<file path="src/rtl/mcSettings.svh">
`ifndef MC_SETTINGS_SVH
`define MC_SETTINGS_SVH

// instruction word fields seen by the control unit
`define MC_OP_W 6
`define MC_FUNCT_W 6
`define MC_FMT_W 5

// coprocessor 0 cause register code
`define MC_CAUSE_W 5
// external interrupt lines into cop0
`define MC_IRQ_W 8

`endif

</file>
<file path="src/rtl/mipsIsaPkg.sv">
`include "mcSettings.svh"

package mipsIsaPkg;

	// major opcodes still handled by the control unit
	typedef enum logic [`MC_OP_W-1:0] {
		OP_RFMT  = 6'h00,
		OP_J     = 6'h02,
		OP_JAL   = 6'h03,
		OP_BEQ   = 6'h04,
		OP_BNE   = 6'h05,
		OP_ADDI  = 6'h08,
		OP_ADDIU = 6'h09,
		OP_SLTI  = 6'h0a,
		OP_SLTIU = 6'h0b,
		OP_ANDI  = 6'h0c,
		OP_ORI   = 6'h0d,
		OP_XORI  = 6'h0e,
		OP_LUI   = 6'h0f,
		OP_COP0  = 6'h10,
		OP_LW    = 6'h23,
		OP_SW    = 6'h2b
	} opcode_e;

	// function codes that change the control flow
	// other R-type codes are plain ALU operations
	typedef enum logic [`MC_FUNCT_W-1:0] {
		FN_JR      = 6'h08,
		FN_SYSCALL = 6'h0c,
		FN_MULT    = 6'h18,
		FN_MULTU   = 6'h19,
		FN_DIV     = 6'h1a,
		FN_DIVU    = 6'h1b,
		FN_ADD     = 6'h20,
		FN_SUB     = 6'h22
	} funct_e;

	// eret lives in the cop0 CO group and shares the mult code
	localparam funct_e FN_ERET = FN_MULT;

	// rs field of a cop0 instruction
	typedef enum logic [`MC_FMT_W-1:0] {
		FMT_MF = 5'h00,
		FMT_MT = 5'h04,
		FMT_CO = 5'h10
	} cop0Fmt_e;

	// exception codes written into the cause register
	typedef enum logic [`MC_CAUSE_W-1:0] {
		CAUSE_INT = 5'd0,
		CAUSE_SYS = 5'd8,
		CAUSE_RI  = 5'd10,
		CAUSE_OVF = 5'd12
	} excCause_e;

endpackage

</file>
<file path="src/rtl/mcCtrlPkg.sv">
package mcCtrlPkg;

	// multicycle FSM states
	typedef enum logic [5:0] {
		ST_FETCH, ST_DECODE,
		// memory reference path
		ST_MEMADDR, ST_MEMREAD, ST_MEMWB, ST_MEMWRITE,
		// register and immediate ALU paths
		ST_RFMT, ST_RFMT2, ST_IFMTL, ST_IFMTA, ST_IFMT2,
		// control transfers
		ST_BEQ, ST_BNE, ST_JUMP, ST_JAL, ST_JR,
		// coprocessor 0
		ST_MTC0, ST_MFC0, ST_ERET, ST_EXC
	} state_e;

	// what DECODE dispatches on
	typedef enum logic [3:0] {
		CL_RTYPE, CL_MULDIV, CL_JR, CL_SYSCALL,
		CL_LOAD, CL_STORE, CL_IMMLOGIC, CL_IMMARITH,
		CL_BEQ, CL_BNE, CL_JUMP, CL_JAL,
		CL_MTC0, CL_MFC0, CL_ERET, CL_RESERVED
	} instrClass_e;

	typedef struct packed {
		instrClass_e instrClass;
		// add, sub and addi trap on signed overflow
		logic        ovfChecked;
	} decodeInfo_t;

	// datapath strobes, one word per state
	typedef struct packed {
		logic       pcWrite;
		logic       pcWriteBeq;
		logic       pcWriteBne;
		logic       iorD;
		logic       memRead;
		logic       memWrite;
		logic       irWrite;
		logic       memToReg;
		logic [2:0] wbSel;
		logic [2:0] pcSource;
		logic [1:0] aluOp;
		logic [2:0] aluSrcB;
		logic [1:0] aluSrcA;
		logic       regWrite;
		logic       regDst;
	} ctrlWord_t;

	// strobes towards coprocessor 0
	typedef struct packed {
		logic                  regWrite;
		logic                  eret;
		logic                  excOccurred;
		logic                  pcOriginalWrite;
		logic                  interrupted;
		logic                  branchDelay;
		mipsIsaPkg::excCause_e cause;
	} cop0Ctrl_t;

endpackage

</file>
<file path="src/rtl/controlRom.sv">
module controlRom (
	input  mcCtrlPkg::state_e    state,
	output mcCtrlPkg::ctrlWord_t ctrl
);
	import mcCtrlPkg::*;

	// fields not named in a state stay low
	always_comb
	begin
		case (state)
			// PC+4 and instruction load
			ST_FETCH:    ctrl = '{pcWrite: 1'b1, memRead: 1'b1, irWrite: 1'b1, aluSrcB: 3'd1,
					default: '0};
			// branch target precomputed into ALUOut
			ST_DECODE:   ctrl = '{aluSrcB: 3'd3, default: '0};
			ST_MEMADDR:  ctrl = '{aluSrcA: 2'd1, aluSrcB: 3'd2, default: '0};
			ST_MEMREAD:  ctrl = '{iorD: 1'b1, memRead: 1'b1, default: '0};
			ST_MEMWB:    ctrl = '{memToReg: 1'b1, regWrite: 1'b1, default: '0};
			ST_MEMWRITE: ctrl = '{iorD: 1'b1, memWrite: 1'b1, default: '0};
			// funct decides the ALU operation
			ST_RFMT:     ctrl = '{aluOp: 2'd2, aluSrcA: 2'd1, default: '0};
			// rd is the destination
			ST_RFMT2:    ctrl = '{regWrite: 1'b1, regDst: 1'b1, default: '0};
			// zero-extended immediate
			ST_IFMTL:    ctrl = '{aluOp: 2'd3, aluSrcB: 3'd4, aluSrcA: 2'd1, default: '0};
			// sign-extended immediate
			ST_IFMTA:    ctrl = '{aluOp: 2'd3, aluSrcB: 3'd2, aluSrcA: 2'd1, default: '0};
			// rt is the destination
			ST_IFMT2:    ctrl = '{regWrite: 1'b1, default: '0};
			// compare in the ALU, PC from ALUOut when taken
			ST_BEQ:      ctrl = '{pcWriteBeq: 1'b1, pcSource: 3'd1, aluOp: 2'd1, aluSrcA: 2'd1,
					default: '0};
			ST_BNE:      ctrl = '{pcWriteBne: 1'b1, pcSource: 3'd1, aluOp: 2'd1, aluSrcA: 2'd1,
					default: '0};
			ST_JUMP:     ctrl = '{pcWrite: 1'b1, pcSource: 3'd2, default: '0};
			// link address goes to ra
			ST_JAL:      ctrl = '{pcWrite: 1'b1, wbSel: 3'd1, pcSource: 3'd2, aluOp: 2'd3,
					aluSrcB: 3'd5, regWrite: 1'b1, default: '0};
			ST_JR:       ctrl = '{pcWrite: 1'b1, pcSource: 3'd3, default: '0};
			// cop0 does the write itself
			ST_MTC0:     ctrl = '0;
			// cop0 register onto the write-back bus
			ST_MFC0:     ctrl = '{wbSel: 3'd3, regWrite: 1'b1, default: '0};
			// back to EPC
			ST_ERET:     ctrl = '{pcWrite: 1'b1, pcSource: 3'd5, default: '0};
			// jump to the handler vector
			ST_EXC:      ctrl = '{pcWrite: 1'b1, pcSource: 3'd4, default: '0};
			default:     ctrl = '0;
		endcase
	end

	// single memory port for instructions and data
	always_comb
	begin
		assert (!(ctrl.memRead && ctrl.memWrite))
			else $error("memRead and memWrite both high in %s", state.name());
	end

endmodule

</file>
<file path="src/rtl/excDetect.sv">
`include "mcSettings.svh"

module excDetect (
	input  mcCtrlPkg::decodeInfo_t info,
	input  mcCtrlPkg::state_e      state,
	input  logic                   aluOverflow,
	input  logic                   excLevel,
	input  logic [`MC_IRQ_W-1:0]   pendingIrq,
	output logic                   irqPending,
	output logic                   ovfTrap,
	output mcCtrlPkg::cop0Ctrl_t   cop0
);
	import mipsIsaPkg::*;
	import mcCtrlPkg::*;

	// privileged cop0 classes
	logic privClass;
	// instructions that redirect the PC, so the next slot is a delay slot
	logic transferClass;
	excCause_e cause;

	// interrupts are masked while already in the handler
	assign irqPending = (|pendingIrq) && !excLevel;
	assign ovfTrap = info.ovfChecked && aluOverflow && !excLevel;

	assign privClass = info.instrClass inside {CL_MTC0, CL_MFC0, CL_ERET};
	assign transferClass = info.instrClass inside {CL_BEQ, CL_BNE, CL_JUMP, CL_JAL, CL_JR};

	// cause priority with the highest first
	always_comb
	begin
		if (info.instrClass == CL_SYSCALL)
			cause = CAUSE_SYS;
		else if (ovfTrap)
			cause = CAUSE_OVF;
		else if (info.instrClass == CL_RESERVED || privClass)
			cause = CAUSE_RI;
		else if (irqPending)
			cause = CAUSE_INT;
		else
			cause = CAUSE_RI;
	end

	always_comb
	begin
		cop0.regWrite = state == ST_MTC0;
		cop0.eret = state == ST_ERET;
		cop0.excOccurred = state == ST_EXC;
		// EPC follows the PC except while entering the handler
		cop0.pcOriginalWrite = state != ST_EXC;
		cop0.interrupted = (state == ST_EXC) && (cause == CAUSE_INT);
		cop0.branchDelay = transferClass;
		cop0.cause = cause;
	end

	// handler entry needs a live cause and never the last RI fallback
	always_comb
	begin
		if (state == ST_EXC)
			assert (ovfTrap || irqPending || privClass
				|| info.instrClass inside {CL_SYSCALL, CL_RESERVED})
				else $error("exception entry without a live cause");
	end

endmodule

</file>
<file path="src/rtl/instrDecoder.sv">
module instrDecoder (
	input  mipsIsaPkg::opcode_e    op,
	input  mipsIsaPkg::funct_e     funct,
	input  mipsIsaPkg::cop0Fmt_e   fmt,
	output mcCtrlPkg::decodeInfo_t info
);
	import mipsIsaPkg::*;
	import mcCtrlPkg::*;

	always_comb
	begin
		// anything not matched below is a reserved instruction
		info.instrClass = CL_RESERVED;
		info.ovfChecked = 1'b0;
		case (op)
			OP_RFMT:
			begin
				// R-type splits on the function field
				case (funct)
					FN_JR:      info.instrClass = CL_JR;
					FN_SYSCALL: info.instrClass = CL_SYSCALL;
					FN_MULT, FN_MULTU, FN_DIV, FN_DIVU:
						info.instrClass = CL_MULDIV;
					FN_ADD, FN_SUB:
					begin
						info.instrClass = CL_RTYPE;
						info.ovfChecked = 1'b1;
					end
					// and, or, slt and friends
					default:    info.instrClass = CL_RTYPE;
				endcase
			end
			OP_J:   info.instrClass = CL_JUMP;
			OP_JAL: info.instrClass = CL_JAL;
			OP_BEQ: info.instrClass = CL_BEQ;
			OP_BNE: info.instrClass = CL_BNE;
			OP_LW:  info.instrClass = CL_LOAD;
			OP_SW:  info.instrClass = CL_STORE;
			// zero-extended immediates
			OP_ANDI, OP_ORI, OP_XORI:
				info.instrClass = CL_IMMLOGIC;
			OP_ADDI:
			begin
				info.instrClass = CL_IMMARITH;
				info.ovfChecked = 1'b1;
			end
			OP_ADDIU, OP_SLTI, OP_SLTIU, OP_LUI:
				info.instrClass = CL_IMMARITH;
			OP_COP0:
			begin
				// cop0 splits on the format field
				case (fmt)
					FMT_MT:  info.instrClass = CL_MTC0;
					FMT_MF:  info.instrClass = CL_MFC0;
					// only eret is defined in the CO group
					FMT_CO:  info.instrClass = (funct == FN_ERET) ? CL_ERET : CL_RESERVED;
					default: info.instrClass = CL_RESERVED;
				endcase
			end
			default: info.instrClass = CL_RESERVED;
		endcase
	end

endmodule

</file>
<file path="src/rtl/multiCycleControl.sv">
`include "mcSettings.svh"

module multiCycleControl (
	input  logic                   iCLK,
	input  logic                   iRST,
	input  logic [`MC_OP_W-1:0]    iOp,
	input  logic [`MC_FUNCT_W-1:0] iFunct,
	input  logic [`MC_FMT_W-1:0]   iFmt,
	input  logic                   iUserMode,
	input  logic                   iExcLevel,
	input  logic                   iAluOverflow,
	input  logic [`MC_IRQ_W-1:0]   iPendingIrq,
	output mcCtrlPkg::ctrlWord_t   ctrl,
	output mcCtrlPkg::cop0Ctrl_t   cop0,
	output mcCtrlPkg::state_e      state
);
	import mipsIsaPkg::*;
	import mcCtrlPkg::*;

	decodeInfo_t info;
	// level signals from exception detection to the FSM
	logic irqPending;
	logic ovfTrap;

	// raw instruction fields, unknown codes included
	instrDecoder uDecoder (.op(opcode_e'(iOp)), .funct(funct_e'(iFunct)),
		.fmt(cop0Fmt_e'(iFmt)), .info(info));

	excDetect uExc (.info(info), .state(state), .aluOverflow(iAluOverflow),
		.excLevel(iExcLevel), .pendingIrq(iPendingIrq), .irqPending(irqPending),
		.ovfTrap(ovfTrap), .cop0(cop0));

	stateSequencer uSeq (.iCLK(iCLK), .iRST(iRST), .info(info), .userMode(iUserMode),
		.irqPending(irqPending), .ovfTrap(ovfTrap), .state(state));

	controlRom uRom (.state(state), .ctrl(ctrl));

endmodule

</file>
<file path="src/rtl/stateSequencer.sv">
module stateSequencer (
	input  logic                   iCLK,
	input  logic                   iRST,
	input  mcCtrlPkg::decodeInfo_t info,
	input  logic                   userMode,
	input  logic                   irqPending,
	input  logic                   ovfTrap,
	output mcCtrlPkg::state_e      state
);
	import mcCtrlPkg::*;

	state_e nextState;

	always_ff @(posedge iCLK)
	begin
		if (iRST)
			state <= ST_FETCH;
		else
			state <= nextState;
	end

	always_comb
	begin
		nextState = ST_FETCH;
		case (state)
			ST_FETCH: nextState = ST_DECODE;
			ST_DECODE:
			begin
				case (info.instrClass)
					CL_RTYPE, CL_MULDIV: nextState = ST_RFMT;
					// transfers take a pending irq before they redirect
					CL_JR:       nextState = irqPending ? ST_EXC : ST_JR;
					CL_BEQ:      nextState = irqPending ? ST_EXC : ST_BEQ;
					CL_BNE:      nextState = irqPending ? ST_EXC : ST_BNE;
					CL_JUMP:     nextState = irqPending ? ST_EXC : ST_JUMP;
					CL_JAL:      nextState = irqPending ? ST_EXC : ST_JAL;
					// kernel syscall is a no-op here
					CL_SYSCALL:  nextState = userMode ? ST_EXC : ST_FETCH;
					CL_LOAD, CL_STORE: nextState = ST_MEMADDR;
					CL_IMMLOGIC: nextState = ST_IFMTL;
					CL_IMMARITH: nextState = ST_IFMTA;
					// privileged, trap from user mode
					CL_MTC0:     nextState = userMode ? ST_EXC : ST_MTC0;
					CL_MFC0:     nextState = userMode ? ST_EXC : ST_MFC0;
					CL_ERET:     nextState = userMode ? ST_EXC : ST_ERET;
					default:     nextState = ST_EXC;
				endcase
			end
			ST_MEMADDR: nextState = (info.instrClass == CL_LOAD) ? ST_MEMREAD : ST_MEMWRITE;
			ST_MEMREAD: nextState = ST_MEMWB;
			ST_MEMWB, ST_MEMWRITE:
				nextState = irqPending ? ST_EXC : ST_FETCH;
			// hi/lo ops finish in the execute cycle
			ST_RFMT: nextState = (info.instrClass == CL_MULDIV) ? ST_FETCH : ST_RFMT2;
			ST_IFMTL, ST_IFMTA:
				nextState = ST_IFMT2;
			// write-back cycles also catch overflow
			ST_RFMT2, ST_IFMT2:
				nextState = (ovfTrap || irqPending) ? ST_EXC : ST_FETCH;
			// single-cycle tails, EXC included
			default: nextState = ST_FETCH;
		endcase
	end

	// the state register never holds X once out of reset
	stateKnown: assert property (@(posedge iCLK) disable iff (iRST)
		!$isunknown(state));

	// handler entry lasts one cycle, then fetch from the vector
	excOneCycle: assert property (@(posedge iCLK) disable iff (iRST)
		state == ST_EXC |=> state == ST_FETCH);

endmodule

</file>
<file path="config.mk">
export PLATFORM = sky130hd
export DESIGN_NAME = multiCycleControl
export DESIGN_NICKNAME = d
export VERILOG_FILES = /design/src/rtl/mipsIsaPkg.sv /design/src/rtl/mcCtrlPkg.sv /design/src/rtl/controlRom.sv /design/src/rtl/excDetect.sv /design/src/rtl/instrDecoder.sv /design/src/rtl/multiCycleControl.sv /design/src/rtl/stateSequencer.sv
export VERILOG_INCLUDE_DIRS = /design/src /design/src/rtl
export SDC_FILE = /design/constraint.sdc
export NUM_CORES = 1
export LEC_CHECK = 0
export ABC_AREA = 1
export BUFFER_PORTS_ARGS = -buffer_cell sky130_fd_sc_hd__buf_4
export CORE_ASPECT_RATIO = 0.7
export CORE_UTILIZATION = 40
export CTS_CLUSTER_SIZE = 12
export DETAILED_ROUTE_END_ITERATION = 10
export PLACE_DENSITY = 0.69
export SLEW_MARGIN = 25
export SYNTH_ARGS = -nofsm -noshare
export SYNTH_HDL_FRONTEND = slang
export SYNTH_SLANG_ARGS = --single-unit
</file>
<file path="constraint.sdc">
create_clock -name iCLK -period 2.47 [get_ports iCLK]
set_input_delay 0.494 -clock iCLK [delete_from_list [all_inputs] [get_ports iCLK]]
set_output_delay 0.494 -clock iCLK [all_outputs]
set_load 0.05 [all_outputs]
</file>
* Word-level counts from Yosys, hierarchy flattened
Memory sizes are Yosys's and may differ from the RTL's. A register that Yosys moved wholly into a read port is not among the register bits. Cells that the tools add are included.
Operators by class: reductions and logical operators 24, equality and inequality tests 54, mux-type cells 27
Operators with widths (number):
- $eq A6 B4 Y1 const B | 13
- $pmux W6 S13 | 1
- $mux W5 | 12
- $eq A6 B5 Y1 const B | 8
- $pmux W6 S8 | 1
- $pmux W4 S10 | 1
- $eq A6 B3 Y1 const B | 6
- $eq A4 B4 Y1 const B | 8
- $eq A6 B2 Y1 const B | 4
- $eq A6 B6 Y1 const B | 4
- $mux W23 | 1
- $eq A4 B3 Y1 const B | 4
- $logic_not A6 Y1 | 2
- $pmux W4 S3 | 1
- $reduce_or A2 Y1 | 6
- $logic_not A5 Y1 | 2
- $eq A4 B2 Y1 const B | 2
- $reduce_or A8 Y1 | 1
- $eq A6 B1 Y1 const B | 1
- $mux W3 | 2
- $ne A6 B5 Y1 const B | 1
- $pmux W2 S3 | 1
- $eq A5 B3 Y1 const B | 1
- $eq A5 B5 Y1 const B | 1
- 14 further kinds | 21
Storage, ports and cells: memory bits (read-only) 672, word-level logic and storage cells 107, register bits 6, output and inout bits 40, memories 1
Memory list:
- (no name shown) | depth 32, width 21, read ports 1, clocked after Yosys merged registers in 1, write ports 0, RTL line controlRom.sv:10 | case (state)

* Depth between registers and ports, before layout
Gate-level depths: netlist of the first run.
depth in word-level cells 12, depth in mapped cells 22, mapped depth without buffers 22

* Hierarchy
Synthesis of the first run repeated with hierarchy kept, for this count alone.
Second synthesis, totals: cells, all modules 309, area, all modules 1567.8 sq um
By module, submodules not included:
- stateSequencer | instances 1, sequential area each 100.1 sq um, area each 553.0 sq um, cells an instance 111
- controlRom | instances 1, sequential area each 0.0 sq um, area each 429.2 sq um, cells an instance 81
- instrDecoder | instances 1, sequential area each 0.0 sq um, area each 402.9 sq um, cells an instance 81
- excDetect | instances 1, sequential area each 0.0 sq um, area each 182.7 sq um, cells an instance 36

* Least setup slack after synthesis of the first run
OpenSTA, ideal clock, no wires.
path kind reg-to-output, start point reg uSeq.state[4], end point out cop0[6] (netlist name), arrival 2.824 ns, stages on the path, launching flop included 5, buffers on the path 0, data required time 1.976 ns, path slack -0.848 ns, cells stage by stage dfxtp_1 -> nand2_1 -> nor2_1 -> inv_1 -> nor2_1
RTL lines:
- from (decl) | RTL line stateSequencer.sv:8 | output mcCtrlPkg::state_e state
- from (signal assigned) | RTL line stateSequencer.sv:19 | state <= nextState;
- to (decl) | RTL line multiCycleControl.sv:14 | output mcCtrlPkg::cop0Ctrl_t cop0,

==> flow_metrics.tcl, run 1 <==
set metrics [dict create \
    layout-drive-gt1-share_pct 48.9 \
    post_drt_wl_per_cell_um 13.5 \
    hold_violations 0 \
    met1_usage_pct 34.5 \
    io_pins 70 \
    nets 475 \
    drt_wl_total_um 6800 \
    vias_per_cell 5.00 \
    grt_max_degree 14 \
    drt_pass1_iterations 5 \
    crit_path_end_kind "flip-flop" \
    final_cells 504 \
    htreeDepth 1 \
    cts-hold-fix-buffers 0 \
    hold_class "in2reg" \
    path_class "in2reg" \
    yosys_warnings 0 \
    cp.required_ns 2.63 \
    coreArea_sq_um 4530 \
    clk_latency_ns 0.27 \
    drt_iter0_markers 261 \
    path_clk_slew_ns 0.08 \
    fin_crit_ns 2.59 \
    syn_area_sq_um 1970 \
    layout_setup_ws_ns -0.125 \
    cpMostUsedCell "nand2_1" \
    die_area_sq_um 5210 \
    grt_pass1_vias 1891 \
    num_antenna_cells 0 \
    cts_root_buf "clkbuf_8" \
    finClkSkew_ns 0.000860 \
    syn_area_per_cell_sq_um 6.24 \
    area_growth_pct 69.6 \
    synthDistinctLibCells 29 \
    crit_path_top_delay_cell "ha_4" \
    cts_buffers 3 \
    tritoncts "yes" \
    yosysSeqAreaShare_pct 26.5 \
    design_area_sq_um 3340 \
    grt_pass1_wl_um 8780 \
    slew_violations 0 \
    cp.arrival_ns 2.76 \
    route.detailed.drc 0 \
    hold_slack_ns 0.834 \
    ys_ff_latch 26 \
    dpl_worst_slack_ns -0.290 \
    grt_overflow_total 0 \
    fin_crit_sh_pct 105 \
    rows 20 \
    busiest_layer "met1" \
    max_freq_ghz 0.385 \
    start_kind "input port" \
    via_count 2518 \
    hpwl_um 4580 \
    clock_sinks 26 \
    p_leak_nw 1.87 \
    cp_max_fo 5 \
    rsz0062_at_grt "yes" \
    worstPathCellList "buf_4 > inv_2 > nor2_1 > nand3_4 > nand2_2 > nor2_4 > nand2_4 > nor2_4 > nand2_2 > buf_6 > nand4_1 > nand2_1 > nor2_1 > nand2_1 > nand2_1 > nand2_2 > nand2_4 > inv_4 > ha_4 > nor2_4 > nand2_1 > nand3b_1" \
    power.density_nw_per_um2 675 \
    io_buffers 64 \
    ir_drop_mv 0.907 \
    violations "negative setup slack" \
    cap_violations 0 \
    gp_congestion 0.913 \
    grtUsageMet3_pct 3.95 \
    track_usage_pct 21.5 \
    clk_path_buf_depth 2 \
    die_h_um 60.7 \
    syn_inst 315 \
    placed_cell_area_sq_um 2900 \
    dieWidth_um 85.8 \
    status "finished with violations" \
    fin_tns_setup_ns -0.683 \
    dp.cells 481 \
    start_util_pct 43.4 \
    setup_viol 13 \
    antenna_found_initial 0 \
    slowest_delay_ns 0.30 \
    use_met2_pct 30.7 \
    fill_cells 343 \
    antenna_left 0 \
]
kinds of logic (layout without fill, tap and decap cells):
kind of cell / after synthesis / in the layout / synth area share, %
AO/OA/AOI/OAI: 20 / 20 / 5.79
adder cells (fa/ha/maj): 5 / 5 / 3.18
buffers and inverters: 67 / 185 / 14.6
flip-flops: 26 / 26 / 26.5
other: 1 / 5 / 0.191
AND/OR/NAND/NOR: 196 / 197 / 49.8
Yosys cell counts:
cell type / n / area (sq um)
nand2_1: 67 / 251
inv_1: 55 / 206
nor2_1: 49 / 184
nand3_1: 31 / 155
dfxtp_1: 26 / 521
nand2_2: 8 / 50.1
nand4_1: 8 / 50.1
nand3_2: 7 / 70.1
nor2_2: 7 / 43.8
buf_4: 6 / 45.0
o21ai_0: 6 / 30.0
o21ai_1: 6 / 30.0
ha_1: 5 / 62.6
nor3_1: 5 / 25.0
a21oi_1: 4 / 20.0
nand2_4: 4 / 45.0
nor2_4: 4 / 45.0
inv_2: 3 / 11.3
a21oi_2: 2 / 17.5
inv_4: 2 / 12.5
nor3_2: 2 / 20.0
a211oi_1: 1 / 7.51
a31o_2: 1 / 8.76
and3_1: 1 / 6.26
buf_6: 1 / 11.3
conb_1: 1 / 3.75
nand3b_1: 1 / 7.51
nor2_8: 1 / 20.0
or2_2: 1 / 6.26
final timing paths:
path / startpoint / slack [ns] / cells after the start / end
min: iRST / 0.83 / 4 / ctrl[13]
max: iOp[0] / -0.12 / 22 / ctrl[9]
max reg2reg: uSeq.state[0] / 0.17 / 17 / ctrl[9]
min reg2reg: uSeq.state[0] / 0.99 / 7 / ctrl[7]
layout make-up:
type	count	area (sq um)	share of cell area, %
flip-flops and latches	26	520	15.6
clock buffers	3	41.3	1.24
well taps	66	82.6	2.48
repair buffers	122	1010	30.2
inverters	60	243	7.28
multi-input cells	227	1440	43.2
worst max-delay path, delay by kind of cell:
family / cells / cell delay, ns
fa+ha+maj: 1 / 0.30
buf+inv: 4 / 0.42
simple gates: 17 / 1.54
per-layer routing:
| metal | vias to the layer above | share of wire (%) |
|---|---|---|
| met4 | 0 | 0.54 |
| met1 | 1123 | 45 |
| met3 | 10 | 12 |
| met2 | 169 | 43 |
| met5 | - | 0 |
| li1 | 1216 | - |
power by group:
part | switching [W] | internal, W
clock | 0.000123 | 0.000109
combinational | 0.000923 | 0.000538
sequential | 0.0000490 | 0.000509
total | 0.00110 | 0.00116
flip-flops by register name, indices dropped and copies added (netlist names):
signal	flops
uSeq.state	5
ctrl	21
what timing repair did:
action | in CTS | in global routing
setup endpoints to repair | 5 | 23
gates resized for setup | 8 | 57
pin swaps | 6 | 27
buffers inserted | 4 | 15
cloned | 1 | 0
layout by cell type (no fill, tap or decap), types with 2 or more instances in the layout:
master    instances
nand2_4          10
buf_8             2
nand2_1          53
o21ai_1           7
a21oi_1           3
ha_4              4
nor3_1            5
nand4_1           8
nand3_4           4
inv_1            45
nor2_2            6
nor2_1           43
clkbuf_8          3
buf_12            3
buf_4           107
inv_2             8
nand2_2          16
nand3_2          12
nand3_1          22
conb_1            5
o21ai_0           4
inv_4             7
dfxtp_1          26
buf_6            10
nor2_4           12
a21oi_2           3
through the flow:
stage / total power, W / util [%]
after floorplan: 0.00140 / -
after global placement: 0.00179 / 64.0
after detailed placement: 0.00181 / 64.0
after CTS: 0.00205 / 66.5
after global routing: 0.00237 / 73.6
final: 0.00225 / 73.6
Power figures use the tool's default switching activity.
==> run 2: changes to the inputs <==
--- a/config.mk
+++ b/config.mk
@@ -13,6 +13,7 @@
 export CTS_CLUSTER_SIZE = 12
 export DETAILED_ROUTE_END_ITERATION = 10
 export PLACE_DENSITY = 0.69
+export REMOVE_ABC_BUFFERS = 1
 export SLEW_MARGIN = 25
 export SYNTH_ARGS = -nofsm -noshare
 export SYNTH_HDL_FRONTEND = slang
==> run 2 against run 1 <==
The run still ends with negative setup slack left. Maximum frequency increased by 0.71%. Worst hold slack got worse by 0.014 ns. Clock skew grew 0.0011 ns. Cell count shrank 1.2%. Critical path type is now in2out.
==> flow_metrics.tcl, run 2 (same netlist as run 1, synthesis figures left out) <==
set metrics [dict create \
    status "finished with violations" \
    violations "negative setup slack" \
    internal_power_w 0.00114 \
    hold_violations 0 \
    vias_per_cell 4.78 \
    finClkSkew_ns 0.00191 \
    ir_drop_mv 0.711 \
    grt_pass1_wl_um 8850 \
    drt_pass1_iterations 5 \
    cp_max_fo 6 \
    fin_crit_ns 2.58 \
    tritoncts "yes" \
    grt_max_degree 15 \
    pwr-share-comb_pct 62.1 \
    area_growth_pct 62.0 \
    path_class "in2out" \
    cap_violations 0 \
    dr_wl_met2_um 2550 \
    layout_setup_ws_ns -0.107 \
    crit_path_end_kind "output port" \
    dieWidth_um 85.8 \
    top_layer "met4" \
    power.total_w 0.00220 \
    rsz0062_at_grt "yes" \
    cp.required_ns 1.98 \
    design_area_sq_um 3190 \
    io_buffers 64 \
    fin_crit_sh_pct 104 \
    placed_cell_area_sq_um 2770 \
    clk_path_buf_depth 2 \
    cts_root_buf "clkbuf_8" \
    hold_class "in2reg" \
    dpl_worst_slack_ns -0.359 \
    utilization_pct 70.4 \
    die_area_sq_um 5210 \
    die_h_um 60.7 \
    path_clk_slew_ns 0.09 \
    gp_congestion 0.900 \
    wl_met1_um 2970 \
    slew_violations 0 \
    largest_register_ff_count 21 \
    drt_iter0_markers 173 \
    coreArea_sq_um 4530 \
    post_drt_wl_per_cell_um 12.5 \
    antenna_found_initial 0 \
    drt_wl_total_um 6250 \
    fin_tns_setup_ns -0.502 \
    start_kind "input port" \
    track_usage_pct 22.0 \
    grt_overflow_total 0 \
    final_common_cell "buf_4" \
    layout_common_cells "buf_4, nand2_1, inv_1" \
    start_util_pct 43.4 \
    clk_latency_ns 0.28 \
    clkPwrFrac_pct 12.6 \
    layout-drive-gt1-share_pct 45.4 \
    wl_met3_um 592 \
    p_sw_share_pct 48.2 \
    cp.arrival_ns 2.08 \
    route.detailed.drc 0 \
    clock_sinks 26 \
    p_sw_w 0.00106 \
    grt_pass1_vias 1961 \
    nets 468 \
    power.density_nw_per_um2 690 \
    cts-hold-fix-buffers 0 \
    fill_cells 350 \
    via_count 2380 \
    max_freq_ghz 0.388 \
    cts_buffers 3 \
    io_pins 70 \
    htreeDepth 1 \
    rows 20 \
    setup_viol 11 \
    hpwl_um 4340 \
    antenna_left 0 \
    seq_power_share_pct 25.3 \
    num_antenna_cells 0 \
    p_leak_nw 1.80 \
]
==> run 2: changes by cell type in the layout (fill, tap and decap cells not counted), sizes merged <==
| cell | change |
|---|---|
| clkbuf | +1 |
| buf | -7 |
==> run 2: path summary, 6_finish.rpt <==
kind	start	to	slack, ns	cells after the start
worst min-delay path	iOp[3]	ctrl[12]	0.82	7
worst max-delay path	iOp[3]	cop0[5]	-0.11	12
worst min register to register	uSeq.state[3]	ctrl[12]	0.87	6
worst max register to register	uSeq.state[0]	ctrl[9]	0.10	17
==> run 2: cell type report <==
| type | instances | area, sq um | share of cell area [%] |
|---|---|---|---|
| Inverter | 60 | 238 | 7.46 |
| Clock buffer | 4 | 55.1 | 1.73 |
| Multi-Input combinational cell | 227 | 1370 | 43.1 |
| Tap cell | 66 | 82.6 | 2.59 |
| Timing Repair Buffer | 115 | 918 | 28.8 |
| Sequential cell | 26 | 520 | 16.3 |
==> run 2: what timing repair did <==
| item | CTS | global route |
|---|---|---|
| gates cloned | 1 | 0 |
| pin swaps | 11 | 15 |
| endpoints found under the hold margin | 0 | 0 |
| setup endpoints to repair | 8 | 24 |
| gates resized for setup | 16 | 42 |
| buffers inserted | 5 | 10 |
==> run 2: metal layers <==
layer / vias up / global-route usage (%)
met4: 0 / 4.76
met1: 1048 / 31.7
li1: 1203 / -
met5: - / 0
met3: 18 / 6.67
met2: 111 / 32.3
==> run 2: critical path, cell delays in order <==
cell and delay (ns):
buf_6 0.11, nor2_4 0.15, buf_4 0.15, nand3_4 0.11
buf_6 0.14, nand4_1 0.16, nor2_2 0.07, nor2_4 0.17
nand3_2 0.11, buf_4 0.16, nand4_1 0.09, buf_6 0.17
==> run 2: power groups by stage <==
stage	sequential [W]	clock, W	combinational, W
2_1_floorplan	0.000866	0	0.000455
3_3_place_gp	0.000565	0	0.00116
3_5_place_dp	0.000564	0	0.00117
4_1_cts	0.000556	0.000276	0.00121
5_1_grt	0.000567	0.000286	0.00144
6_report	0.000556	0.000278	0.00136
==> run 2: metrics by stage <==
step / std cells / hold WS [ns]
final: 498 / 0.821
after global routing: 498 / 0.878
after CTS: 488 / 0.740
after detailed placement: 478 / 0.842
after global placement: 478 / 0.854
after floorplan: 312 / 0.859
==> run 3: changes to the inputs <==
--- a/config.mk
+++ b/config.mk
@@ -13,6 +13,7 @@
 export CTS_CLUSTER_SIZE = 12
 export DETAILED_ROUTE_END_ITERATION = 10
 export PLACE_DENSITY = 0.69
+export RECOVER_POWER = 50
 export REMOVE_ABC_BUFFERS = 1
 export SLEW_MARGIN = 25
 export SYNTH_ARGS = -nofsm -noshare
==> run 3 against run 2 <==
The run still ends with negative setup slack left. Non-clock buffer count stayed put. Register-to-register slack about the same. Clock-buffer cell count did not move. Worst hold slack barely moved. Critical path depth unchanged. Maximum frequency shrank 0.22%. Total power fell by 2.9%. Clock skew about the same. Global-route usage did not move. Flip-flop and latch count unchanged. Largest power group unchanged.
==> flow_metrics.tcl, run 3 (same netlist as run 1, synthesis figures left out) <==
set metrics [dict create \
    cp.arrival_ns 2.09 \
    vias_per_cell 4.80 \
    multi_input_area_sq_um 1370 \
    coreArea_sq_um 4530 \
    htreeDepth 1 \
    final_cells 498 \
    cts_buffers 3 \
    area_growth_pct 57.6 \
    finClkSkew_ns 0.00187 \
    slew_headroom_pct 59.7 \
    antenna_left 0 \
    grt_pass1_wl_um 8850 \
    layout_common_cells "buf_4, nand2_1, inv_1" \
    start_kind "input port" \
    slowest_delay_ns 0.17 \
    regArea_sq_um 520 \
    ir_drop_mv 0.671 \
    worstPathCellList "buf_6 > nor2_4 > buf_4 > nand3_4 > buf_6 > nand4_1 > nor2_2 > nor2_4 > nand3_2 > buf_4 > nand4_1 > buf_6" \
    path_delay_family "simple AND/OR/NAND/NOR gates" \
    clk_latency_ns 0.27 \
    drt_pass1_iterations 5 \
    reg2reg_setup_slack_ns 0.10 \
    cts-hold-fix-buffers 0 \
    dieWidth_um 85.8 \
    setup_viol 12 \
    crit_path_top_delay_cell "nor2_4" \
    cap_violations 0 \
    grt_pass1_vias 1961 \
    holdPathStages 7 \
    post_drt_wl_per_cell_um 12.6 \
    p_leak_nw 1.70 \
    drt_iter0_markers 173 \
    antenna_found_initial 0 \
    grt_max_degree 15 \
    r2r-start "uSeq.state[0]" \
    clock_sinks 26 \
    grt_overflow_total 0 \
    gp_congestion 0.900 \
    crit_path_end_kind "output port" \
    cp_max_fo 6 \
    hpwl_um 4340 \
    layout-drive-gt1-share_pct 40.0 \
    critPathBufInv 5 \
    status "finished with violations" \
    io_pins 70 \
    violations "negative setup slack" \
    path_clk_slew_ns 0.09 \
    fill_cells 372 \
    cts_root_buf "clkbuf_8" \
    start_util_pct 43.4 \
    largest_register_ff_count 21 \
    hold_violations 0 \
    max_freq_ghz 0.387 \
    rr_worst_depth 17 \
    dp.cells 478 \
    r2r-end "ctrl[9]" \
    nets 468 \
    path_class "in2out" \
    tritoncts "yes" \
    track_usage_pct 22.0 \
    fin_crit_sh_pct 105 \
    holdCritStartpoint "iOp[3]" \
    fin_crit_ns 2.58 \
    rows 20 \
    power.density_nw_per_um2 688 \
    slew_violations 0 \
    cp.required_ns 1.98 \
    drt_wl_total_um 6270 \
    io_buffers 64 \
    die_area_sq_um 5210 \
    via_count 2392 \
    worst-slew-pin-transition_ns 0.607 \
    layout_setup_ws_ns -0.112 \
    hold_class "in2reg" \
    final_common_cell "buf_4" \
    min_to "ctrl[12]" \
    power.total_w 0.00213 \
    cpMostUsedCell "buf_6" \
    rsz0062_at_grt "yes" \
    route.detailed.drc 0 \
    die_h_um 60.7 \
    clk_path_buf_depth 2 \
    utilization_pct 68.5 \
    num_antenna_cells 0 \
]
run 3: layer usage:
metal | part of all wire, % | global-route usage [%] | up-vias
li1 | - | - | 1203
met1 | 48 | 31.7 | 1058
met2 | 41 | 32.3 | 117
met3 | 8.8 | 6.67 | 14
met4 | 1.9 | 4.76 | 0
met5 | 0 | 0 | -
run 3: cell type report:
cell class	count	share of cell area, %
Inverter	60	7.67
Multi-Input combinational cell	227	44.3
Timing Repair Buffer	115	26.8
Clock buffer	4	1.78
Tap cell	66	2.66
Sequential cell	26	16.8
run 3: where the power goes:
part | internal (W) | total (W) | switching [W]
Clock | 0.000143 | 0.000277 | 0.000134
Combinational | 0.000426 | 0.00130 | 0.000877
Sequential | 0.000509 | 0.000554 | 0.0000450
Total | 0.00108 | 0.00213 | 0.00106
run 3: repair_timing:
item / CTS / global route
gates resized for setup: 16 / 42
endpoints found under the hold margin: 0 / 0
buffers inserted: 5 / 10
pin swaps: 11 / 15
setup endpoints to repair: 8 / 24
gates cloned: 1 / 0
run 3: how the worst max path moves through the flow:
stage / startpoint / slack (ns) / depth (start not counted) / endpoint
6_report: iOp[3] / -0.11 / 12 / cop0[5]
3_3_place_gp: iOp[1] / -0.26 / 19 / ctrl[1]
3_5_place_dp: iOp[1] / -0.36 / 19 / ctrl[9]
5_1_grt: iOp[3] / -0.23 / 20 / ctrl[9]
4_1_cts: iOp[1] / -0.02 / 14 / cop0[6]
2_1_floorplan: uSeq.state[4] / -0.85 / 4 / cop0[6]
run 3: per-stage QoR:
stage          hold slack [ns]  worst slack [ns]  instance area (sq um)  setup TNS [ns]
2_1_floorplan            0.859            -0.848                   1930           -7.74
3_3_place_gp             0.854            -0.264                   2770           -3.44
3_5_place_dp             0.842            -0.359                   2770           -4.66
4_1_cts                  0.740           -0.0198                   2930         -0.0198
5_1_grt                  0.878            -0.230                   3100           -2.74
6_report                 0.821            -0.112                   3100          -0.557
run 3: worst reg2reg max path, cell delays in order (launching register included):
cell	delay (ns)
dfxtp_1	0.43
nor2_1	0.07
inv_1	0.12
nor2_1	0.05
o21ai_0	0.20
o21ai_0	0.13
nand2_1	0.07
nand2_1	0.06
inv_1	0.11
nand2_1	0.06
nor2_1	0.12
nand2_2	0.12
nand2_4	0.14
inv_4	0.07
ha_4	0.29
nor2_4	0.05
nand2_1	0.07
nand3b_1	0.09
